`config.mk`:
```
export PLATFORM = sky130hd
export DESIGN_NAME = stage_pipe
export DESIGN_NICKNAME = d
export VERILOG_FILES = /design/src/logic/stage_pipe.sv
export SDC_FILE = /design/constraint.sdc
export NUM_CORES = 1
export LEC_CHECK = 0
export BUFFER_PORTS_ARGS = -buffer_cell sky130_fd_sc_hd__buf_2
export CORE_ASPECT_RATIO = 1.25
export CORE_MARGIN = 10
export CORE_UTILIZATION = 30
export DETAILED_ROUTE_END_ITERATION = 7
export SLEW_MARGIN = 30
export SYNTH_ARGS = -nofsm -noshare
export SYNTH_HDL_FRONTEND = slang
export SYNTH_SLANG_ARGS = --single-unit
```
`constraint.sdc`:
```
create_clock -name clk_i -period 2.3 [get_ports clk_i]
set_clock_uncertainty 0.05 [all_clocks]
set_input_delay 0.23 -clock clk_i [delete_from_list [all_inputs] [get_ports clk_i]]
set_output_delay 0.23 -clock clk_i [all_outputs]
set_load 0.005 [all_outputs]
```
`src/logic/stage_pipe.sv`:
```
`timescale 1ns/10ps

module stage_pipe #(
  parameter int unsigned NumPipeRegs = 2,
  parameter int unsigned DataWidth   = 32
) (
  input  logic                 clk_i,
  input  logic                 rst_n_i,
  input  logic                 in_valid_i,
  output logic                 in_ready_o,
  input  logic [DataWidth-1:0] data_i,
  input  logic                 flush_i,
  output logic                 out_valid_o,
  input  logic                 out_ready_i,
  output logic [DataWidth-1:0] data_o,
  output logic                 busy_o
);

  // Index i is the item after i register stages, index 0 is the input
  logic                 valid_q [0:NumPipeRegs];
  logic [DataWidth-1:0] data_q  [0:NumPipeRegs];
  logic                 ready   [0:NumPipeRegs];

  assign valid_q[0] = in_valid_i;
  assign data_q[0]  = data_i;

  // ----------------------------------------
  // Register stages
  // ----------------------------------------
  for (genvar i = 0; i < NumPipeRegs; i++) begin : gen_stage
    logic load;

    // Advance when downstream takes the item or only holds a bubble
    assign ready[i] = ready[i+1] | ~valid_q[i+1];
    assign load     = ready[i] & valid_q[i];

    always_ff @(posedge clk_i or negedge rst_n_i) begin
      if (!rst_n_i) begin
        valid_q[i+1] <= 1'b0;
      end else if (flush_i) begin
        valid_q[i+1] <= 1'b0;
      end else if (ready[i]) begin
        valid_q[i+1] <= valid_q[i];
      end
    end

    always_ff @(posedge clk_i) begin
      if (load) begin
        data_q[i+1] <= data_q[i];
      end
    end
  end

  // ----------------------------------------
  // Output side
  // ----------------------------------------
  assign ready[NumPipeRegs] = out_ready_i;
  assign in_ready_o         = ready[0];
  assign out_valid_o        = valid_q[NumPipeRegs];
  assign data_o             = data_q[NumPipeRegs];

  // Anything held in a stage counts as in flight
  always_comb begin
    busy_o = 1'b0;
    for (int unsigned i = 1; i <= NumPipeRegs; i++) begin
      busy_o = busy_o | valid_q[i];
    end
  end

endmodule

```
==> results by group <==
Clock tree
  – Post_cts resized: 0
  – Setup Fix Bufs, Post-CTS: 0
  – TritonCTS Buffers: 9
  – CTS root buf: clkbuf_8
  – Clock transition at path regs: 0.07 ns
  – Hold buffers post-CTS: 4
  – CTS tree: done
  – H-tree Lvls: 3
  – Clock Latency Late Sink: 0.32 ns
  – CTS max path bufs: 2
  – Clock sinks: 66

Critical path
  – CP Class: reg -> reg
  – R2R cell count: 3
  – R2r setup slk: 0.89 ns
  – Crit path DAT: 1.34 ns
  – Critical path required time: 2.23 ns
  – Maximum net fanout on the critical path: 32
  – RR Startpoint: out_valid_o$_DFFE_PN0P_
  – Worst Setup End Kind: register
  – Worst r2r dst: data_o[26]$_DFFE_PP_
  – CP startpoint kind: register

Place
  – Hpwl dp: 2.728 mm
  – Post-DP Area: 0.002519 mm²
  – GPL Wtd Cong: 0.6459
  – I/O Buffers: 71
  – DP Cell Count: 239
  – Placement Setup Slack: 0.8675 ns

GRT
  – Vias in the first global route: 1,166
  – GRT overflow: 0
  – GRT Total Usage: 6.877%
  – Global-route wire length before repair: 6.037 mm
  – Pin count of the biggest net entering global routing: 33
  – Initial antenna violation count: 0

STA
  – Setup TNS: 0 ns
  – Slew @ Worst Pin: 0.4352 ns
  – Unrepaired setup endpoints after global routing: no
  – Final Slew Violations: 0
  – Final min period: 1.409 ns
  – Hold slack: 0.02644 ns
  – Final Cycle Share: 61.26%
  – Slew headroom: 70.98%
  – Final Hold Vio Count: 0
  – Setup violators final: 0
  – F_max: 709.7 MHz
  – Final setup margin: 0.8910 ns

Route
  – Post-route ant nets: 0
  – DR iter-0 viols: 10
  – Detailed-route via count: 1,023
  – Vias per std cell: 3.803
  – Drt drc: 0
  – First-pass DRT Iterations: 3
  – Routed WL per cell: 13.73 µm
  – Final wirelength: 3.694 mm

Final layout
  – Fin util: 39.07%
  – Total Nets Final: 209
  – Share of layout cells above drive strength 1: 50.85%
  – Area growth, synth to finish: 26.77%
  – Finished Cell Area: 0.002892 mm²
  – Non-Filler Instances: 269
  – Diodes inserted: 0

Hold path
  – Hold Path Class: in -> reg
  – Hold path start: data_i[19]
  – Hold depth: 1
  – Worst hold endpoint: data_q[51]$_DFFE_PP_

Logic synthesis
  – Net Count, Synth: 144
  – Mapped cell area: 0.002281 mm²
  – Yosys cell types: 11
  – #FFs+latches synth: 66
  – Avg Inst Size Synth: 21.32 µm²
  – Synth warnings: 0
  – Synthesized instance count: 107
  – Sequential area share after synthesis: 86.45%

Floorplanning
  – # IOs: 72
  – Starting Density: 30.82%
  – Die Y-Extent: 117.5 µm
  – Core Region: 0.007401 mm²
  – DIE AREA: 0.01151 mm²
  – DIE WIDTH: 97.99 µm
  – Num rows: 35

Pwr
  – LEAKAGE: 1.150 nW
  – Post-layout power: 2.632 mW
  – Max VDD drop: 0.0004107 V
  – Power density cells: 910.4 mW/mm²

Job
  – Max Cap Violations: 0

Run status
  – Status: finished, final reports clean
## sequential cells by signal, indices dropped and copies added (netlist names)
register     flops
data_q          32
out_valid_o      1
data_o          32
valid_q          1
## cell families (layout without fill, tap and decap cells)
family | after synthesis | after routing | share of synthesized area (%)
and+or+nand+nor | 5 | 5 | 2.085
AOI/OAI and AO/OA | 2 | 2 | 0.6033
DFF | 66 | 66 | 86.45
buffers and inverters | 34 | 104 | 10.86
## area by class of cell
type | count | area (µm²)
fill | 691 | 4509
sequential | 66 | 1972
timing repair buffer | 86 | 503.0
clock buffer | 10 | 127.6
tap | 92 | 115.1
clock inverter | 6 | 105.1
multi-input combinational | 7 | 61.31
inverter | 2 | 7.507
## critical path, stage by stage, from the launching register on
cell and delay (ns):
dfrtp_1 0.42, nand2b_1 0.11, and2_1 0.12, buf_4 0.35
## Yosys cell counts, drive strengths merged
cell type / instances / share of area [%]
dfrtp: 2 / 2.2
nand2b: 1 / 0.27
inv: 2 / 0.33
and2: 2 / 0.66
edfxtp: 64 / 84
a21oi: 2 / 0.60
nand3b: 1 / 0.88
or2: 1 / 0.27
buf: 32 / 11
## cell usage in the layout (no fill, tap or decap)
cell type | netlist | routed
buf_4 | 32 | 1
or2_1 | 1 | 1
dfrtp_1 | 2 | 2
nand2b_1 | 1 | 1
buf_2 | 0 | 71
and2_1 | 1 | 1
clkbuf_1 | 0 | 1
nand3b_4 | 1 | 1
clkbuf_8 | 0 | 9
a21oi_2 | 1 | 1
inv_1 | 2 | 2
a21oi_1 | 1 | 1
dlygate4sd3_1 | 0 | 14
edfxtp_1 | 64 | 64
and2_4 | 1 | 1
bufinv_16 | 0 | 3
clkinv_2 | 0 | 3
## how the worst max path moves through the flow
stage	from	to	slack [ns]	depth (start not counted)
finish	out_valid_o$_DFFE_PN0P_	data_o[26]$_DFFE_PP_	0.89	3
global placement	out_valid_o$_DFFE_PN0P_	data_o[30]$_DFFE_PP_	0.90	3
detailed placement	out_valid_o$_DFFE_PN0P_	data_o[1]$_DFFE_PP_	0.87	3
global route	out_valid_o$_DFFE_PN0P_	data_o[26]$_DFFE_PP_	0.81	3
floorplan	out_valid_o$_DFFE_PN0P_	data_o[0]$_DFFE_PP_	0.54	2
CTS	out_valid_o$_DFFE_PN0P_	data_o[30]$_DFFE_PP_	0.86	3
## layer usage
metal	track usage [%]	vias up	routed length [µm]
li1	-	488	-
met1	6.453	472	1379
met3	5.285	10	440
met2	10.36	53	1783
met4	4.098	0	91
met5	0	-	0
## where the power goes
| group | switching, mW | internal (mW) |
|---|---|---|
| clock | 0.395 | 0.714 |
| sequential | 0.0147 | 1.39 |
| combinational | 0.0555 | 0.0603 |
(Power assumes the default switching activity.)
