===== src/logic/fp_slice_pkg.sv =====
package fp_slice_pkg;

  // ----------------------------------------
  // Formats
  // ----------------------------------------

  // Code 3 is not a format and decodes as FP32
  typedef enum logic [1:0] {
    FMT_FP32 = 2'd0,
    FMT_FP16 = 2'd1,
    FMT_FP8  = 2'd2
  } fp_fmt_e;

  // Exponent and mantissa field widths
  localparam int unsigned FP32_EXP = 8;
  localparam int unsigned FP32_MAN = 23;
  localparam int unsigned FP16_EXP = 5;
  localparam int unsigned FP16_MAN = 10;
  localparam int unsigned FP8_EXP  = 5;
  localparam int unsigned FP8_MAN  = 2;

  // Lane count of the narrowest format in a 32-bit word
  localparam int unsigned MAX_LANES = 4;

  // ----------------------------------------
  // Operations and status
  // ----------------------------------------

  // Unlisted codes act as OP_SGNJ
  typedef enum logic [2:0] {
    OP_SGNJ  = 3'd0,
    OP_SGNJN = 3'd1,
    OP_SGNJX = 3'd2,
    OP_MIN   = 3'd3,
    OP_MAX   = 3'd4
  } op_e;

  // IEEE 754 exception flags, NV in the top bit
  typedef struct packed {
    logic nv;
    logic dz;
    logic of;
    logic uf;
    logic nx;
  } status_t;

  // Total bit width of one value of the given format
  function automatic int unsigned fp_width(fp_fmt_e fmt);
    case (fmt)
      FMT_FP16: return 1 + FP16_EXP + FP16_MAN;
      FMT_FP8:  return 1 + FP8_EXP + FP8_MAN;
      default:  return 1 + FP32_EXP + FP32_MAN;
    endcase
  endfunction

endpackage


===== src/logic/fp_lane_op.sv =====
`timescale 1ns/10ps

module fp_lane_op
  import fp_slice_pkg::*;
#(
  parameter int unsigned ExpBits = 8,
  parameter int unsigned ManBits = 23
) (
  input  logic [ExpBits+ManBits:0] a_i,
  input  logic [ExpBits+ManBits:0] b_i,
  input  op_e                      op_i,
  output logic [ExpBits+ManBits:0] result_o,
  output logic                     nv_o
);

  localparam int unsigned LaneBits = 1 + ExpBits + ManBits;

  logic                sign_a, sign_b;
  logic [ExpBits-1:0]  exp_a, exp_b;
  logic [ManBits-1:0]  man_a, man_b;
  logic [LaneBits-2:0] mag_a, mag_b;
  logic                a_nan, b_nan;
  logic                a_snan, b_snan;
  logic                a_lt_b;
  logic                is_minmax;
  logic                sgnj_sign;
  logic [LaneBits-1:0] canon_nan;
  logic [LaneBits-1:0] minmax_res;

  // ----------------------------------------
  // Operand classification
  // ----------------------------------------
  assign {sign_a, exp_a, man_a} = a_i;
  assign {sign_b, exp_b, man_b} = b_i;
  assign mag_a = a_i[LaneBits-2:0];
  assign mag_b = b_i[LaneBits-2:0];

  assign a_nan  = (&exp_a) & (|man_a);
  assign b_nan  = (&exp_b) & (|man_b);
  // Quiet bit is the top mantissa bit
  assign a_snan = a_nan & ~man_a[ManBits-1];
  assign b_snan = b_nan & ~man_b[ManBits-1];

  // Positive zero exponent all ones, quiet bit set
  assign canon_nan = {1'b0, {ExpBits{1'b1}}, 1'b1, {(ManBits-1){1'b0}}};

  // ----------------------------------------
  // Sign injection
  // ----------------------------------------
  always_comb begin
    case (op_i)
      OP_SGNJN: sgnj_sign = ~sign_b;
      OP_SGNJX: sgnj_sign = sign_a ^ sign_b;
      default:  sgnj_sign = sign_b;
    endcase
  end

  // ----------------------------------------
  // Min / max
  // ----------------------------------------

  // Sign-magnitude order, so -0 sits below +0
  always_comb begin
    if (sign_a != sign_b) begin
      a_lt_b = sign_a;
    end else if (sign_a) begin
      a_lt_b = mag_a > mag_b;
    end else begin
      a_lt_b = mag_a < mag_b;
    end
  end

  always_comb begin
    if (a_nan && b_nan) begin
      minmax_res = canon_nan;
    end else if (a_nan) begin
      minmax_res = b_i;
    end else if (b_nan) begin
      minmax_res = a_i;
    end else if (op_i == OP_MAX) begin
      minmax_res = a_lt_b ? b_i : a_i;
    end else begin
      minmax_res = a_lt_b ? a_i : b_i;
    end
  end

  assign is_minmax = (op_i == OP_MIN) || (op_i == OP_MAX);

  assign result_o = is_minmax ? minmax_res : {sgnj_sign, mag_a};
  // Only comparisons signal invalid, and only on signaling NaNs
  assign nv_o     = is_minmax & (a_snan | b_snan);

endmodule


===== src/logic/lane_compute.sv =====
`timescale 1ns/10ps

module lane_compute
  import fp_slice_pkg::*;
#(
  parameter int unsigned Width = 32
) (
  input  logic [Width-1:0]     operand_a_i,
  input  logic [Width-1:0]     operand_b_i,
  input  op_e                  op_i,
  input  fp_fmt_e              fmt_i,
  output logic [Width-1:0]     lane_result_o,
  output logic [MAX_LANES-1:0] lane_nv_o
);

  localparam int unsigned Fp32Bits = 1 + FP32_EXP + FP32_MAN;
  localparam int unsigned Fp16Bits = 1 + FP16_EXP + FP16_MAN;
  localparam int unsigned Fp8Bits  = 1 + FP8_EXP + FP8_MAN;

  localparam int unsigned NumFp32 = Width / Fp32Bits;
  localparam int unsigned NumFp16 = Width / Fp16Bits;
  localparam int unsigned NumFp8  = Width / Fp8Bits;

  logic [Width-1:0]     res_fp32;
  logic [Width-1:0]     res_fp16;
  logic [Width-1:0]     res_fp8;
  logic [NumFp32-1:0]   nv_fp32;
  logic [NumFp16-1:0]   nv_fp16;
  logic [NumFp8-1:0]    nv_fp8;

  // ----------------------------------------
  // Lane units, all formats in parallel
  // ----------------------------------------
  for (genvar l = 0; l < NumFp32; l++) begin : gen_fp32
    fp_lane_op #(
      .ExpBits ( FP32_EXP ),
      .ManBits ( FP32_MAN )
    ) u_lane (
      .a_i      ( operand_a_i[l*Fp32Bits +: Fp32Bits] ),
      .b_i      ( operand_b_i[l*Fp32Bits +: Fp32Bits] ),
      .op_i     ( op_i                                ),
      .result_o ( res_fp32[l*Fp32Bits +: Fp32Bits]    ),
      .nv_o     ( nv_fp32[l]                          )
    );
  end

  for (genvar l = 0; l < NumFp16; l++) begin : gen_fp16
    fp_lane_op #(
      .ExpBits ( FP16_EXP ),
      .ManBits ( FP16_MAN )
    ) u_lane (
      .a_i      ( operand_a_i[l*Fp16Bits +: Fp16Bits] ),
      .b_i      ( operand_b_i[l*Fp16Bits +: Fp16Bits] ),
      .op_i     ( op_i                                ),
      .result_o ( res_fp16[l*Fp16Bits +: Fp16Bits]    ),
      .nv_o     ( nv_fp16[l]                          )
    );
  end

  for (genvar l = 0; l < NumFp8; l++) begin : gen_fp8
    fp_lane_op #(
      .ExpBits ( FP8_EXP ),
      .ManBits ( FP8_MAN )
    ) u_lane (
      .a_i      ( operand_a_i[l*Fp8Bits +: Fp8Bits] ),
      .b_i      ( operand_b_i[l*Fp8Bits +: Fp8Bits] ),
      .op_i     ( op_i                              ),
      .result_o ( res_fp8[l*Fp8Bits +: Fp8Bits]     ),
      .nv_o     ( nv_fp8[l]                         )
    );
  end

  // ----------------------------------------
  // Format select
  // ----------------------------------------

  // Lanes a format does not have come out as zero
  always_comb begin
    case (fmt_i)
      FMT_FP16: begin
        lane_result_o = res_fp16;
        lane_nv_o     = MAX_LANES'(nv_fp16);
      end
      FMT_FP8: begin
        lane_result_o = res_fp8;
        lane_nv_o     = MAX_LANES'(nv_fp8);
      end
      default: begin
        lane_result_o = res_fp32;
        lane_nv_o     = MAX_LANES'(nv_fp32);
      end
    endcase
  end

endmodule


===== config.mk =====
export PLATFORM = sky130hd
export DESIGN_NAME = lane_compute
export DESIGN_NICKNAME = d
export VERILOG_FILES = /design/src/logic/fp_slice_pkg.sv /design/src/logic/fp_lane_op.sv /design/src/logic/lane_compute.sv
export SDC_FILE = /design/constraint.sdc
export NUM_CORES = 1
export LEC_CHECK = 0
export BUFFER_PORTS_ARGS = -buffer_cell sky130_fd_sc_hd__clkbuf_2
export CORE_MARGIN = 2
export CORE_UTILIZATION = 41
export DETAILED_ROUTE_END_ITERATION = 6
export SLEW_MARGIN = 5
export SYNTH_ARGS = -nofsm -noshare
export SYNTH_HDL_FRONTEND = slang
export SYNTH_SLANG_ARGS = --single-unit

===== constraint.sdc =====
create_clock -name vclk -period 6.2
set_clock_uncertainty 0.1 [all_clocks]
set_input_delay 0 -clock vclk [all_inputs]
set_output_delay 0 -clock vclk [all_outputs]
set_load 0.005 [all_outputs]

==> results.ini <==
[clocking]
postCtsSetupRepairBufs = 0
hold_buffers = 0
cts_resized = 0

[yosys]
synthesis.nets = 709
yosys_warnings = 0
syn-instance-count = 596
yosysUniqueCellTypes = 83
syn_area_mm2 = 0.00396
synth_seq_area_share_pct = 0
avgSynthCellArea_um2 = 6.64

[min_path]
whs_endpoint = lane_result_o[18]
hold_depth = 3
worstHoldPathType = in -> out
hp-start = operand_b_i[18]

[critical_path]
critPathSlowestCell = a31oi_2
crit_required_ps = 6100
cp-start-kind = input pin
cp_common_cell = clkbuf_2
crit_type = in -> out
cp-end-kind = output pin
cp_cell_sequence = clkbuf_2 -> inv_1 -> ha_1 -> nor2_1 -> o21ai_0 -> a21oi_1 -> nand2_1 -> o211ai_1 -> o221ai_2 -> a31oi_2 -> o31ai_1 -> a211oi_1 -> clkbuf_2
cp_max_fo = 12
max_stage_delay_ps = 620
critPathArrivalTime_ps = 3440

[grt]
first_global_vias = 4860
overflow = 0
grt_max_degree = 34
grt_pass1_wl_um = 25100
track_usage_pct = 30.0
antenna_found_initial = 0

[drt]
via_count = 5398
drc_errors = 0
drtPass1Iterations = 7
drt_iter0_drc = 560
drt-wirelength-per-cell_um = 20.2
ant_nets = 0
viasPerCell = 6.66
wl_um = 16400

[placed_design]
port_buffers = 105
place_hpwl_um = 12900
place_congestion = 0.951
postPlaceCellArea_mm2 = 0.00459

[timing]
worst_pin_slew_ps = 886
final-setup-viol-count = 0
min_period_ps = 3540
rsz0062_at_grt = false
fin_crit_sh_pct = 57.0
hold_viol = 0
fin_setup_tns_ps = 0
max_freq_mhz = 283
report.final.slew_viol_count = 0
relSlewSlack_pct = 41.0

[cells_and_area]
fill_cells = 991
n_clock_buffer = 0
stdcell_area_mm2 = 0.00459
multi_input_area_mm2 = 0.00367
syn_to_final_growth_pct = 16.0
n_sequential_cell = 0
antennaDiodeCount = 0
nNetsFinal = 797
drive_above_1_share_pct = 22.6
register_area_um2 = 0

[floorplan]
fp.dieArea_mm2 = 0.0105
die_w_um = 102
core-area_mm2 = 0.00928
start_util_pct = 42.6
die_h_um = 102
ioPinCount = 105
rows = 35

[power]
seqPwrFrac_pct = 0
swShare_pct = 59.9
p_per_area_mw_per_mm2 = 87.5
p_switching_mw = 0.241
p_comb_share_pct = 100.0
internal-power_mw = 0.161
peakVddDrop_uv = 35.7
leakage_nw = 2.09
clockPowerShare_pct = 0

[job]
maxCapViolations = 0

[run_status]
status = finished, final reports clean

==> layer usage <==
layer  up-vias  part of all wire, %  track usage, %
met5         -                    0               0
met1      2543                   42            40.4
met2       317                   46            50.2
met4         0                  2.8            8.41
met3        47                  9.1            4.10
li1       2491                    -               -
==> layout by cell type (no fill, tap or decap), drive strengths merged, types with 12 or more instances in the layout <==
| cell type | synthesis | final |
|---|---|---|
| clkbuf | 18 | 105 |
| nand2 | 63 | 63 |
| inv | 48 | 48 |
| nor2 | 48 | 48 |
| a21oi | 47 | 47 |
| ha | 44 | 44 |
| o21ai | 29 | 29 |
| nand3 | 26 | 26 |
| o22ai | 20 | 20 |
| nor3 | 18 | 18 |
| a21o | 12 | 12 |
==> power by group through the flow <==
stage | logic [mW] | clock network, mW | registers [mW]
2_1_floorplan | 0.252 | 0 | 0
4_1_cts | 0.394 | 0 | 0
6_report | 0.402 | 0 | 0
5_1_grt | 0.437 | 0 | 0
3_3_place_gp | 0.387 | 0 | 0
3_5_place_dp | 0.392 | 0 | 0
==> through the flow <==
stage                     cells  utilization (%)  hold WS (ps)  power [mW]  setup WS [ps]
after floorplan             596                -          1.21       0.252           3490
after global placement      811             49.5           210       0.387           2820
after detailed placement    811             49.5           210       0.392           2720
after CTS                   811             49.5           216       0.394           2710
after global routing        811             49.5           237       0.437           2420
final                       811             49.5           219       0.402           2660
==> layout make-up <==
class	count	share of cell area (%)
repair buffers	112	12.6
multi-input cells	520	79.8
well taps	129	3.51
inverters	50	4.09
==> worst max-delay path by stage <==
stage / from / to / slack, ps / cells past startpoint
after global routing: operand_a_i[31] / lane_result_o[26] / 2420 / 13
after floorplan: operand_b_i[25] / lane_result_o[22] / 3490 / 12
after CTS: operand_a_i[23] / lane_result_o[26] / 2710 / 13
after global placement: operand_a_i[23] / lane_result_o[22] / 2820 / 13
after detailed placement: operand_a_i[23] / lane_result_o[26] / 2720 / 13
final: operand_a_i[31] / lane_result_o[26] / 2660 / 13
==> worst max-delay path: cells and delay by family <==
kind,cells,cell delay [ps]
compound gates,7,2220
simple gates,2,230
buf+inv,3,580
fa+ha+maj,1,400
==> synthesized netlist by cell type, types with 3 or more instances <==
cell type | n | area [um2]
nand3_1 | 25 | 125
mux2_2 | 11 | 124
a21oi_1 | 46 | 230
a311oi_1 | 4 | 35.0
a22oi_1 | 8 | 60.1
o211a_1 | 7 | 70.1
nand3b_1 | 3 | 22.5
a221oi_1 | 7 | 61.3
a32oi_1 | 4 | 35.0
or2_2 | 6 | 37.5
or3_1 | 5 | 31.3
a21o_1 | 12 | 90.1
a2111oi_0 | 3 | 26.3
o21ai_1 | 3 | 15.0
buf_2 | 6 | 30.0
o31ai_1 | 7 | 52.6
nor4_1 | 11 | 68.8
o22ai_1 | 20 | 125
a211oi_1 | 10 | 75.1
nor2b_1 | 7 | 43.8
nand2_1 | 63 | 236
o22a_1 | 5 | 43.8
o21ai_0 | 24 | 120
o211ai_1 | 10 | 75.1
nor3_2 | 5 | 50.1
a22o_1 | 9 | 78.8
mux2i_1 | 10 | 100
and3_1 | 4 | 25.0
inv_1 | 48 | 180
a31oi_1 | 7 | 43.8
clkbuf_1 | 18 | 67.6
and4_1 | 3 | 26.3
xnor2_1 | 5 | 43.8
ha_1 | 44 | 551
a21boi_0 | 4 | 30.0
nor3_1 | 13 | 65.1
nor2_1 | 48 | 180
o21a_1 | 5 | 37.5
nand4_1 | 7 | 43.8
==> cells by family after synthesis <==
family	Yosys count	share of synthesized area (%)
adder cells (fa/ha/maj)	44	13.9
XOR/XNOR	5	1.11
AND/OR/NAND/NOR	217	27.7
AO/OA/AOI/OAI	233	44.3
buffers and inverters	76	7.40
multiplexers	21	5.66
(Power assumes the default switching activity.)
